### src/design/rv_isa_pkg.sv
`default_nettype none

package rv_isa_pkg;

  // Major opcodes handled by the core
  localparam logic [6:0] opc_op     = 7'b0110011;
  localparam logic [6:0] opc_op_imm = 7'b0010011;
  localparam logic [6:0] opc_lui    = 7'b0110111;
  localparam logic [6:0] opc_auipc  = 7'b0010111;

  // funct3 of the integer ALU group
  localparam logic [2:0] f3_add_sub = 3'b000;
  localparam logic [2:0] f3_sll     = 3'b001;
  localparam logic [2:0] f3_slt     = 3'b010;
  localparam logic [2:0] f3_sltu    = 3'b011;
  localparam logic [2:0] f3_xor     = 3'b100;
  localparam logic [2:0] f3_srl_sra = 3'b101;
  localparam logic [2:0] f3_or      = 3'b110;
  localparam logic [2:0] f3_and     = 3'b111;

  // funct7 values, alt selects sub and sra
  localparam logic [6:0] f7_base = 7'b0000000;
  localparam logic [6:0] f7_alt  = 7'b0100000;

  localparam logic [1:0] trap_none          = 2'd0;
  localparam logic [1:0] trap_instr_invalid = 2'd1;

  // addi x0, x0, 0
  localparam logic [31:0] i_nop = 32'h0000_0013;

  typedef enum logic [3:0] {
    alu_add,
    alu_sub,
    alu_sll,
    alu_slt,
    alu_sltu,
    alu_xor,
    alu_srl,
    alu_sra,
    alu_or,
    alu_and
  } alu_op_t;

  typedef struct packed {
    logic [6:0] funct7;
    logic [4:0] rs2;
    logic [4:0] rs1;
    logic [2:0] funct3;
    logic [4:0] rd;
    logic [6:0] opcode;
  } rv_r_fmt_t;

  typedef struct packed {
    logic [11:0] imm12;
    logic [4:0]  rs1;
    logic [2:0]  funct3;
    logic [4:0]  rd;
    logic [6:0]  opcode;
  } rv_i_fmt_t;

  typedef struct packed {
    logic [19:0] imm20;
    logic [4:0]  rd;
    logic [6:0]  opcode;
  } rv_u_fmt_t;

  // One instruction word, three views of it
  typedef union packed {
    rv_r_fmt_t r;
    rv_i_fmt_t i;
    rv_u_fmt_t u;
  } rv_instr_t;

endpackage

`default_nettype wire
### src/design/rv_pipe_pkg.sv
`default_nettype none

package rv_pipe_pkg;

  // Fetch register contents, 65 bits
  typedef struct packed {
    logic                  valid;
    logic [31:0]           pc;
    rv_isa_pkg::rv_instr_t instr;
  } fetch_t;

  typedef struct packed {
    logic                valid;
    rv_isa_pkg::alu_op_t alu_op;
    logic                a_is_pc;
    logic                a_is_zero;
    logic                b_is_imm;
    logic                reg_write;
    logic                trap;
    logic [1:0]          trap_code;
    logic [4:0]          rd;
    logic [31:0]         rs1_data;
    logic [31:0]         rs2_data;
    logic [31:0]         imm;
    logic [31:0]         pc;
  } id_ex_t;

  // Result of the entry now in EX, offered back to ID
  typedef struct packed {
    logic        valid;
    logic [4:0]  rd;
    logic [31:0] value;
  } ex_fwd_t;

  typedef struct packed {
    logic        en;
    logic [4:0]  rd;
    logic [31:0] data;
  } wb_t;

  typedef struct packed {
    logic        valid;
    logic [31:0] pc;
    logic [4:0]  rd;
    logic [31:0] value;
    logic        trap;
    logic [1:0]  trap_code;
  } result_t;

endpackage

`default_nettype wire

### src/design/rv_core_top.sv
`timescale 1ns/1ps
`default_nettype none

module rv_core_top #(
  parameter logic [31:0] RESET_PC = 32'h0
) (
  input  wire logic            clk,
  input  wire logic            rst_n,
  input  wire logic            instr_valid,
  input  wire logic [31:0]     instr,
  input  wire logic            stall,
  input  wire logic            flush,
  output rv_pipe_pkg::result_t result
);

  import rv_pipe_pkg::*;

  fetch_t  fetch;
  id_ex_t  id_ex;
  ex_fwd_t ex_fwd;
  wb_t     wb;

  rv_fetch #(
    .RESET_PC (RESET_PC)
  ) u_fetch (
    .clk         (clk),
    .rst_n       (rst_n),
    .instr_valid (instr_valid),
    .instr       (instr),
    .stall       (stall),
    .flush       (flush),
    .fetch       (fetch)
  );

  rv_stage_id u_stage_id (
    .clk    (clk),
    .rst_n  (rst_n),
    .stall  (stall),
    .flush  (flush),
    .fetch  (fetch),
    .ex_fwd (ex_fwd),
    .wb     (wb),
    .id_ex  (id_ex)
  );

  rv_execute u_execute (
    .clk    (clk),
    .rst_n  (rst_n),
    .stall  (stall),
    .id_ex  (id_ex),
    .result (result),
    .ex_fwd (ex_fwd),
    .wb     (wb)
  );

endmodule

`default_nettype wire

### src/design/rv_execute.sv
`timescale 1ns/1ps
`default_nettype none

module rv_execute (
  input  wire logic             clk,
  input  wire logic             rst_n,
  input  wire logic             stall,
  input  rv_pipe_pkg::id_ex_t   id_ex,
  output rv_pipe_pkg::result_t  result,
  output rv_pipe_pkg::ex_fwd_t  ex_fwd,
  output rv_pipe_pkg::wb_t      wb
);

  import rv_isa_pkg::*;
  import rv_pipe_pkg::*;

  logic [31:0] op_a;
  logic [31:0] op_b;
  logic [4:0]  shamt;
  logic [31:0] alu_out;
  result_t     result_next;
  result_t     result_q;

  assign op_a  = id_ex.a_is_zero ? '0 :
                 id_ex.a_is_pc   ? id_ex.pc : id_ex.rs1_data;
  assign op_b  = id_ex.b_is_imm ? id_ex.imm : id_ex.rs2_data;
  assign shamt = op_b[4:0];

  always_comb begin
    case (id_ex.alu_op)
      alu_add:  alu_out = op_a + op_b;
      alu_sub:  alu_out = op_a - op_b;
      alu_sll:  alu_out = op_a << shamt;
      alu_slt:  alu_out = {31'd0, $signed(op_a) < $signed(op_b)};
      alu_sltu: alu_out = {31'd0, op_a < op_b};
      alu_xor:  alu_out = op_a ^ op_b;
      alu_srl:  alu_out = op_a >> shamt;
      alu_sra:  alu_out = $unsigned($signed(op_a) >>> shamt);
      alu_or:   alu_out = op_a | op_b;
      alu_and:  alu_out = op_a & op_b;
      default:  alu_out = '0;
    endcase
  end

  always_comb begin
    result_next.valid     = id_ex.valid;
    result_next.pc        = id_ex.pc;
    result_next.rd        = id_ex.rd;
    result_next.value     = id_ex.trap ? '0 : alu_out;
    result_next.trap      = id_ex.trap;
    result_next.trap_code = id_ex.trap_code;
  end

  always_ff @(posedge clk) begin
    if (!rst_n) begin
      result_q.valid <= 1'b0;
    end else if (!stall) begin
      result_q <= result_next;
    end
  end

  // Held entry is hidden during stall and shows again once it drops
  always_comb begin
    result       = result_q;
    result.valid = result_q.valid && !stall;
  end

  assign wb.en   = result.valid && !result.trap && (result.rd != 5'd0);
  assign wb.rd   = result.rd;
  assign wb.data = result.value;

  // Forward only entries that will write their rd
  assign ex_fwd.valid = id_ex.valid && id_ex.reg_write;
  assign ex_fwd.rd    = id_ex.rd;
  assign ex_fwd.value = alu_out;

endmodule

`default_nettype wire

### src/design/rv_stage_id.sv
`timescale 1ns/1ps
`default_nettype none

module rv_stage_id (
  input  wire logic            clk,
  input  wire logic            rst_n,
  input  wire logic            stall,
  input  wire logic            flush,
  input  rv_pipe_pkg::fetch_t  fetch,
  input  rv_pipe_pkg::ex_fwd_t ex_fwd,
  input  rv_pipe_pkg::wb_t     wb,
  output rv_pipe_pkg::id_ex_t  id_ex
);

  import rv_isa_pkg::*;
  import rv_pipe_pkg::*;

  alu_op_t     dec_alu_op;
  logic        dec_a_is_pc;
  logic        dec_a_is_zero;
  logic        dec_b_is_imm;
  logic        dec_reg_write;
  logic        dec_invalid;
  logic [4:0]  dec_rd;
  logic [4:0]  rs1;
  logic [4:0]  rs2;
  logic [31:0] dec_imm;
  logic [31:0] rf_rs1_data;
  logic [31:0] rf_rs2_data;
  id_ex_t      id_next;

  rv_decode u_decode (
    .instr     (fetch.instr),
    .alu_op    (dec_alu_op),
    .a_is_pc   (dec_a_is_pc),
    .a_is_zero (dec_a_is_zero),
    .b_is_imm  (dec_b_is_imm),
    .reg_write (dec_reg_write),
    .invalid   (dec_invalid),
    .rd        (dec_rd),
    .rs1       (rs1),
    .rs2       (rs2),
    .imm       (dec_imm)
  );

  rv_regfile u_regfile (
    .clk      (clk),
    .rst_n    (rst_n),
    .rs1      (rs1),
    .rs2      (rs2),
    .wb       (wb),
    .rs1_data (rf_rs1_data),
    .rs2_data (rf_rs2_data)
  );

  // EX result wins over the register file; valid already means it writes rd
  function automatic logic [31:0] fwd_sel(
    input logic [4:0]  idx,
    input logic [31:0] rf_data,
    input ex_fwd_t     fwd
  );
    if (fwd.valid && (idx != 5'd0) && (fwd.rd == idx)) begin
      return fwd.value;
    end
    return rf_data;
  endfunction

  always_comb begin
    id_next.valid     = fetch.valid;
    id_next.alu_op    = dec_alu_op;
    id_next.a_is_pc   = dec_a_is_pc;
    id_next.a_is_zero = dec_a_is_zero;
    id_next.b_is_imm  = dec_b_is_imm;
    // A trap never writes a register
    id_next.reg_write = dec_reg_write && !dec_invalid;
    id_next.trap      = dec_invalid;
    id_next.trap_code = dec_invalid ? trap_instr_invalid : trap_none;
    id_next.rd        = dec_rd;
    id_next.rs1_data  = fwd_sel(rs1, rf_rs1_data, ex_fwd);
    id_next.rs2_data  = fwd_sel(rs2, rf_rs2_data, ex_fwd);
    id_next.imm       = dec_imm;
    id_next.pc        = fetch.pc;
  end

  // ID/EX register, flush over stall
  always_ff @(posedge clk) begin
    if (!rst_n) begin
      id_ex.valid <= 1'b0;
    end else if (flush) begin
      id_ex.valid <= 1'b0;
    end else if (!stall) begin
      id_ex <= id_next;
    end
  end

endmodule

`default_nettype wire

### src/design/rv_regfile.sv
`timescale 1ns/1ps
`default_nettype none

module rv_regfile (
  input  wire logic          clk,
  input  wire logic          rst_n,
  input  wire logic [4:0]    rs1,
  input  wire logic [4:0]    rs2,
  input  rv_pipe_pkg::wb_t   wb,
  output logic [31:0]        rs1_data,
  output logic [31:0]        rs2_data
);

  import rv_pipe_pkg::*;

  // x1..x31, x0 has no storage
  logic [31:1][31:0] regs;

  // Async read with bypass of a same-cycle write
  function automatic logic [31:0] read_port(
    input logic [4:0]        idx,
    input wb_t               w,
    input logic [31:1][31:0] file
  );
    if (idx == 5'd0) begin
      return '0;
    end else if (w.en && (w.rd == idx)) begin
      return w.data;
    end
    return file[idx];
  endfunction

  always_ff @(posedge clk) begin
    if (!rst_n) begin
      regs <= '0;
    end else if (wb.en && (wb.rd != 5'd0)) begin
      regs[wb.rd] <= wb.data;
    end
  end

  assign rs1_data = read_port(rs1, wb, regs);
  assign rs2_data = read_port(rs2, wb, regs);

endmodule

`default_nettype wire

### src/design/rv_decode.sv
`timescale 1ns/1ps
`default_nettype none

module rv_decode (
  input  rv_isa_pkg::rv_instr_t instr,
  output rv_isa_pkg::alu_op_t   alu_op,
  output logic                  a_is_pc,
  output logic                  a_is_zero,
  output logic                  b_is_imm,
  output logic                  reg_write,
  output logic                  invalid,
  output logic [4:0]            rd,
  output logic [4:0]            rs1,
  output logic [4:0]            rs2,
  output logic [31:0]           imm
);

  import rv_isa_pkg::*;

  // Register indices sit at the same place in every format
  assign rd  = instr.r.rd;
  assign rs1 = instr.r.rs1;
  assign rs2 = instr.r.rs2;

  always_comb begin
    logic is_imm;
    logic f7_zero;
    logic f7_is_alt;

    is_imm    = (instr.r.opcode == opc_op_imm);
    f7_zero   = (instr.r.funct7 == f7_base);
    f7_is_alt = (instr.r.funct7 == f7_alt);

    alu_op    = alu_add;
    a_is_pc   = 1'b0;
    a_is_zero = 1'b0;
    b_is_imm  = 1'b0;
    reg_write = 1'b0;
    invalid   = 1'b0;
    imm       = '0;

    case (instr.r.opcode)
      opc_op, opc_op_imm: begin
        reg_write = 1'b1;
        b_is_imm  = is_imm;
        // I view, sign extended; low five bits double as shamt
        imm       = {{20{instr.i.imm12[11]}}, instr.i.imm12};
        case (instr.r.funct3)
          f3_add_sub: begin
            // No funct7 in addi, the upper bits are immediate
            if (is_imm || f7_zero) begin
              alu_op = alu_add;
            end else if (f7_is_alt) begin
              alu_op = alu_sub;
            end else begin
              invalid = 1'b1;
            end
          end
          f3_sll: begin
            alu_op  = alu_sll;
            invalid = !f7_zero;
          end
          f3_slt: begin
            alu_op  = alu_slt;
            invalid = !is_imm && !f7_zero;
          end
          f3_sltu: begin
            alu_op  = alu_sltu;
            invalid = !is_imm && !f7_zero;
          end
          f3_xor: begin
            alu_op  = alu_xor;
            invalid = !is_imm && !f7_zero;
          end
          f3_srl_sra: begin
            if (f7_zero) begin
              alu_op = alu_srl;
            end else if (f7_is_alt) begin
              alu_op = alu_sra;
            end else begin
              invalid = 1'b1;
            end
          end
          f3_or: begin
            alu_op  = alu_or;
            invalid = !is_imm && !f7_zero;
          end
          f3_and: begin
            alu_op  = alu_and;
            invalid = !is_imm && !f7_zero;
          end
        endcase
      end
      opc_lui: begin
        // Result is 0 + imm
        a_is_zero = 1'b1;
        b_is_imm  = 1'b1;
        reg_write = 1'b1;
        imm       = {instr.u.imm20, 12'h000};
      end
      opc_auipc: begin
        a_is_pc   = 1'b1;
        b_is_imm  = 1'b1;
        reg_write = 1'b1;
        imm       = {instr.u.imm20, 12'h000};
      end
      default: begin
        invalid = 1'b1;
      end
    endcase
  end

endmodule

`default_nettype wire

### src/design/rv_fetch.sv
`timescale 1ns/1ps
`default_nettype none

module rv_fetch #(
  parameter logic [31:0] RESET_PC = 32'h0
) (
  input  wire logic                 clk,
  input  wire logic                 rst_n,
  input  wire logic                 instr_valid,
  input  wire logic [31:0]          instr,
  input  wire logic                 stall,
  input  wire logic                 flush,
  output rv_pipe_pkg::fetch_t       fetch
);

  import rv_isa_pkg::*;
  import rv_pipe_pkg::*;

  // Address given to the next accepted word
  logic [31:0] pc_q;

  always_ff @(posedge clk) begin
    if (!rst_n) begin
      pc_q        <= RESET_PC;
      fetch.valid <= 1'b0;
      fetch.pc    <= RESET_PC;
      fetch.instr <= i_nop;
    end else if (flush) begin
      // Drop the word in fetch, PC stays put
      fetch.valid <= 1'b0;
    end else if (!stall) begin
      if (instr_valid) begin
        fetch.valid <= 1'b1;
        fetch.pc    <= pc_q;
        fetch.instr <= instr;
        pc_q        <= pc_q + 32'd4;
      end else begin
        fetch.valid <= 1'b0;
      end
    end
  end

endmodule

`default_nettype wire

### config.mk
export PLATFORM = sky130hd
export DESIGN_NAME = rv_core_top
export DESIGN_NICKNAME = d
export VERILOG_FILES = /design/src/design/rv_isa_pkg.sv /design/src/design/rv_pipe_pkg.sv /design/src/design/rv_core_top.sv /design/src/design/rv_execute.sv /design/src/design/rv_stage_id.sv /design/src/design/rv_regfile.sv /design/src/design/rv_decode.sv /design/src/design/rv_fetch.sv
export SDC_FILE = /design/constraint.sdc
export NUM_CORES = 2
export LEC_CHECK = 0
export ABC_AREA = 1
export BUFFER_PORTS_ARGS = -buffer_cell sky130_fd_sc_hd__buf_2
export CORE_MARGIN = 2
export CORE_UTILIZATION = 40
export CTS_CLUSTER_SIZE = 12
export DETAILED_ROUTE_END_ITERATION = 8
export PLACE_DENSITY_LB_ADDON = 0.1
export SYNTH_ARGS = -nofsm -noshare
export SYNTH_HDL_FRONTEND = slang
export SYNTH_HIERARCHICAL = 1
export SYNTH_SLANG_ARGS = --single-unit
### constraint.sdc
create_clock -name clk -period 10.75 [get_ports clk]
set_input_delay 1.6125 -clock clk [delete_from_list [all_inputs] [get_ports clk]]
set_output_delay 1.6125 -clock clk [all_outputs]
set_load 0.05 [all_outputs]
-- Yosys cells after proc, flatten, opt, wreduce, memory -nomap -nowiden
Cells that the tools add are included.
- bits in registers: 1307
- input bits: 37
- logic and storage cells: 177
- add/sub/neg operators: 3
- magnitude comparators: 6
- equality and inequality tests: 25
- shift operators: 3
- multiplexer cells: 44
- bitwise operators: 6
- reductions and logical operators: 36
- operators by type and width (kind ; count):
    992-bit bitwise mux ; 1
    32-bit two-way mux ; 16
    32-bit binary-select mux with 5-bit select ; 2
    32-bit case mux with 10 select lines ; 1
    32-bit demux with 5-bit select ; 1
    32-bit less-than comparator ; 2
    32-bit case mux with 2 select lines ; 1
    32-bit by 3-bit adder with 32-bit output, second input constant ; 1
    32-bit adder ; 1
    32-bit AND ; 1
    32-bit OR ; 1
    4-bit case mux with 8 select lines ; 1
    32-bit by 5-bit left shift with 32-bit output ; 1
    32-bit by 5-bit right shift with 32-bit output ; 1
    32-bit by 5-bit >>> shifter with 32-bit output ; 1
    32-bit subtractor ; 1
    32-bit bitwise XOR ; 1
    7-bit by 6-bit equality test with 1-bit output, second input constant ; 3
    5-bit equality test ; 4
    5-bit by 6-bit less-than comparator with 1-bit output, second input constant ; 3
    4-bit by 3-bit equality test with 1-bit output, second input constant ; 4
    1-bit two-way mux ; 16
    5-bit nonzero test ; 3
    7-bit by 5-bit equality test with 1-bit output, second input constant ; 2
    other kinds (23) ; 54

-- Logic depth before layout (Yosys ltp)
- depth after elaboration: 9
- gate-level depth with buffers: 25
- depth with buffers taken out: 23

-- Modules after synthesis
Netlist, hierarchy kept.
- modules (own cells, without submodules) (module ; times used ; cells each ; area each (um^2) ; seq. area each (um^2)):
    rv_regfile ; 1 ; 9165 ; 55548.3 ; 19859.0
    rv_execute ; 1 ; 2497 ; 14237.4 ; 2182.1
    rv_stage_id ; 1 ; 442 ; 5801.8 ; 4284.1
    rv_fetch ; 1 ; 538 ; 3913.8 ; 1861.8
    rv_decode ; 1 ; 128 ; 691.9 ; 0.0

-- Least setup slack after synthesis
No wires, ideal clock.
- kind: input port to flip-flop
- start point: input port flush
- end point: register u_stage_id/id_ex[0] (netlist name)
- arrival: 7.634 ns
- data required time: 10.103 ns
- slack: 2.469 ns
- cell stages on the path: 3
- path buffers: 0
- cell sequence: inv_1 nand2_1 nor2_1
- longest elaborated chain between the ends: 2
- ends and longest elaborated chain (what ; RTL line ; RTL):
    start, declared ; rv_core_top.sv:12 ; input wire logic flush,
    1-bit inverter (no line) ; -- ;
    3-bit AND reduction (no line) ; -- ;
No other way between the ends.
A chain may end at the register's enable or synchronous reset.

==> impl_metrics.yaml <==
outcome:
  violations: "DRC"
  status: "complete, but fails checks"
floorplanning:
  start_util: 0.4021
  die-area_sq_mm: 0.2041
  pin_count: 110
  die-width_microns: 451.8
  die_h_microns: 451.8
  core_area_sq_mm: 0.1995
  num_rows: 164
worst_setup_path:
  critPathArrivalTime_ps: 5600
  timing.critical_path.to_type: "flop"
  worstPathRequired_ps: 11310
  critPathMaxFanout: 62
  path_class: "flop to flop"
  start_kind: "flop"
clocking:
  clock_sinks: 1301
  cts_max_path_buffers: 3
  cts_resized: 0
  cts_buffers: 158
  number_of_buffers_added_for_setup_after_cts: 0
  clkSlewWorstSetupHoldPaths_ps: 60
  clk_latency_ps: 840
  clock_root_buffer: "sky130_fd_sc_hd__clkbuf_16"
  htreeDepth: 4
  cts_hold_buf: 0
  cts_tree: "yes"
finish:
  fin_util: 0.4271
  final_net_count: 12210
  fill_cells: 21140
  postLayoutCellArea_sq_mm: 0.08519
  areaGrowthSynthToFinish_pct: 6.229
  drive_gt1_frac: 0.05751
power_and_ir_drop:
  vdd_drop_max_mv: 0.1739
  p_leak_nw: 37.51
  p_per_area_mw_per_mm2: 143.1
logic_synthesis:
  postSynthCellCount: 12770
  synth_top_cells_by_count: "3264 x sky130_fd_sc_hd__nand2_1, 2204 x sky130_fd_sc_hd__nand3_1, 1272 x sky130_fd_sc_hd__inv_1, 1156 x sky130_fd_sc_hd__o21ai_0, 1087 x sky130_fd_sc_hd__dfxtp_1"
  yosys-top-cells-area: "sky130_fd_sc_hd__dfxtp_1 27%, sky130_fd_sc_hd__nand2_1 15%, sky130_fd_sc_hd__nand3_1 14%"
  postSynthAreaPerCell_sq_um: 6.280
  seq_area_frac_synth: 0.3515
  synth.top_cell.area_share: 0.2714
  synth-async-reset-ratio: 0
  ys_dominant_reg_cell: "sky130_fd_sc_hd__dfxtp_1"
  yosysTopAreaCell: "sky130_fd_sc_hd__dfxtp_1"
  ys_seq_elements: 1301
  syn_area_sq_mm: 0.08019
  count_of_flip_flops_with_a_built_in_enable_after_synthesis: 214
  synth_cell_types: 60
  ys.warnings.count: 6
  synthMostInstantiatedCell: "sky130_fd_sc_hd__nand2_1"
global_route:
  initial_antenna_violation_count: 7
  highest_utilization_routing_layer_at_the_global_route_stage: "met2"
  groute.layer.met3.usage: 0.05466
  grt_pass1_vias: 76670
  global_route.usage.total: 0.3421
  globalRouteMet1Util: 0.4652
  global_route_wire_length_before_repair_mm: 526.8
  remaining_global_route_overflow: 0
  grt_max_degree: 195
  globalRouteMet2Util: 0.5158
place:
  postPlaceCellArea_sq_mm: 0.08005
  dpl_wire_length_mm: 224.0
  dp_slack_ps: 5706
  io_buffer_count: 109
  finalWeightedCongestion: 1.017
timing:
  setup_violations: 0
  fin_tns_setup_ps: 0
  grt_setup_unrepaired: "false"
  slew_violations: 0
  clock-skew-final_ps: 36.69
  maxClockFrequency_ghz: 0.1985
  final-hold-violation-count: 0
  post-route-period-util: 0.4687
  timing.final.ws_setup_ps: 5712
  fin_crit_ps: 5038
  max_slew_margin: 0.1834
  tightestPinTransition_ps: 1224
detailed_routing:
  ant_nets: 0
  totalWireLength_mm: 363.8
  drt_pass1_iterations: 9
  remaining_drc_errors: 2
  post_drt_wl_per_cell_microns: 24.50
  viasPerCell: 5.728
  route.vias.total: 85060
  dr.first_iter.drc_count: 10930
flow_run:
  max_cap_violations: 0
min_path:
  hold_class: "flop to flop"
final timing paths:
| check | from | end | slack (ps) | cells past startpoint |
|---|---|---|---|---|
| hold / removal | u_fetch/fetch[50]$_SDFFE_PN0P_ | u_stage_id/id_ex[18]$_DFFE_PP_ | 430 | 0 |
| setup reg to reg | u_stage_id/id_ex[137]$_DFFE_PP_ | u_stage_id/id_ex[71]$_DFFE_PP_ | 5710 | 16 |
| setup / recovery | u_stage_id/id_ex[137]$_DFFE_PP_ | u_stage_id/id_ex[71]$_DFFE_PP_ | 5710 | 16 |
| hold reg to reg | u_fetch/fetch[50]$_SDFFE_PN0P_ | u_stage_id/id_ex[18]$_DFFE_PP_ | 430 | 0 |
worst max-delay path: stages (launching register included):
cell and delay (ps):
sky130_fd_sc_hd__edfxtp_1 340, sky130_fd_sc_hd__buf_4 550, sky130_fd_sc_hd__inv_4 100, sky130_fd_sc_hd__or2_1 240, sky130_fd_sc_hd__o21ai_2 60, sky130_fd_sc_hd__buf_4 450
sky130_fd_sc_hd__ha_1 450, sky130_fd_sc_hd__a21oi_1 430, sky130_fd_sc_hd__o21ai_0 240, sky130_fd_sc_hd__inv_1 120, sky130_fd_sc_hd__nand2_1 190, sky130_fd_sc_hd__o21ai_0 440
sky130_fd_sc_hd__nand2_1 110, sky130_fd_sc_hd__a21oi_1 330, sky130_fd_sc_hd__nand2_1 380, sky130_fd_sc_hd__nand4_1 200, sky130_fd_sc_hd__nand2_1 80
power breakdown:
| group | internal [mW] | total [mW] | leakage [nW] | switching, mW |
|---|---|---|---|---|
| clock | 3.13 | 5.41 | 2.53 | 2.27 |
| combinational | 0.401 | 1.73 | 24.2 | 1.33 |
| sequential | 5.00 | 5.05 | 10.8 | 0.0545 |
per-stage QoR:
| step | std cells | total power, mW | hold WS (ps) |
|---|---|---|---|
| 3_5_place_dp | 14560 | 6.839 | 410.4 |
| 2_1_floorplan | 12770 | 6.253 | 403.0 |
| 6_report | 14850 | 12.19 | 427.2 |
| 5_1_grt | 14850 | 12.57 | 426.5 |
| 3_3_place_gp | 14560 | 6.837 | 407.7 |
| 4_1_cts | 14850 | 12.22 | 423.4 |
metal layers:
layer  wire length [microns]  vias to the layer above
met2                  156500                     4346
met4                   22190                        6
met1                  153100                    40080
met5                      49                        -
met3                   32030                      755
li1                        -                    39870
area by class of cell:
type / count / area [sq um] / area share
repair buffers: 269 / 1857 / 0.02180
inverters: 1339 / 5076 / 0.05959
flip-flops and latches: 1301 / 28220 / 0.3313
clock buffers: 236 / 4612 / 0.05414
well taps: 2656 / 3323 / 0.03901
clock inverters: 45 / 514.2 / 0.006037
multi-input cells: 8999 / 41570 / 0.4880
diodes: 5 / 12.51 / 0.0001469
layout by cell type, fill, tap and decap left out, drive strengths merged, types with 2 or more instances in the layout:
cell       n
nor2     906
edfxtp   214
ha        99
buf      269
o21ai   1229
nand2   3300
o21bai    12
a31oi      8
a21oi    990
and2       4
nand3   2225
conb       3
xor2       3
bufinv     7
a21o       5
o21a       4
inv     1345
fa         2
a21boi     4
clkbuf   236
and3       4
nor3      34
nand4     95
or2        5
dfxtp   1087
o211ai    10
nand3b     5
a211oi     8
nor4       4
a221oi     8
o221ai     5
clkinv    32
diode      5
o22ai     22
cell families (layout without fill, tap and decap cells):
logic type	after synthesis	after routing	share of synthesized area
muxes	1	1	0.0001248
and+or+nand+nor	6583	6583	0.3535
adders and majority gates	101	101	0.01595
buffers and inverters	2471	1889	0.1309
xor gates and xnor gates	4	4	0.0004369
AOI/OAI and AO/OA	2307	2307	0.1475
other	2	8	0.00009365
DFF	1301	1301	0.3515
sequential cells by signal (all words and copies together), names as in the netlist:
name,count
u_stage_id/u_regfile/regs,992
u_stage_id/id_ex,143
u_execute/result,72
u_fetch/fetch,63
u_fetch/pc_q,30
u_execute/result_q,1
No activity file was read; power rests on OpenSTA's default activity.
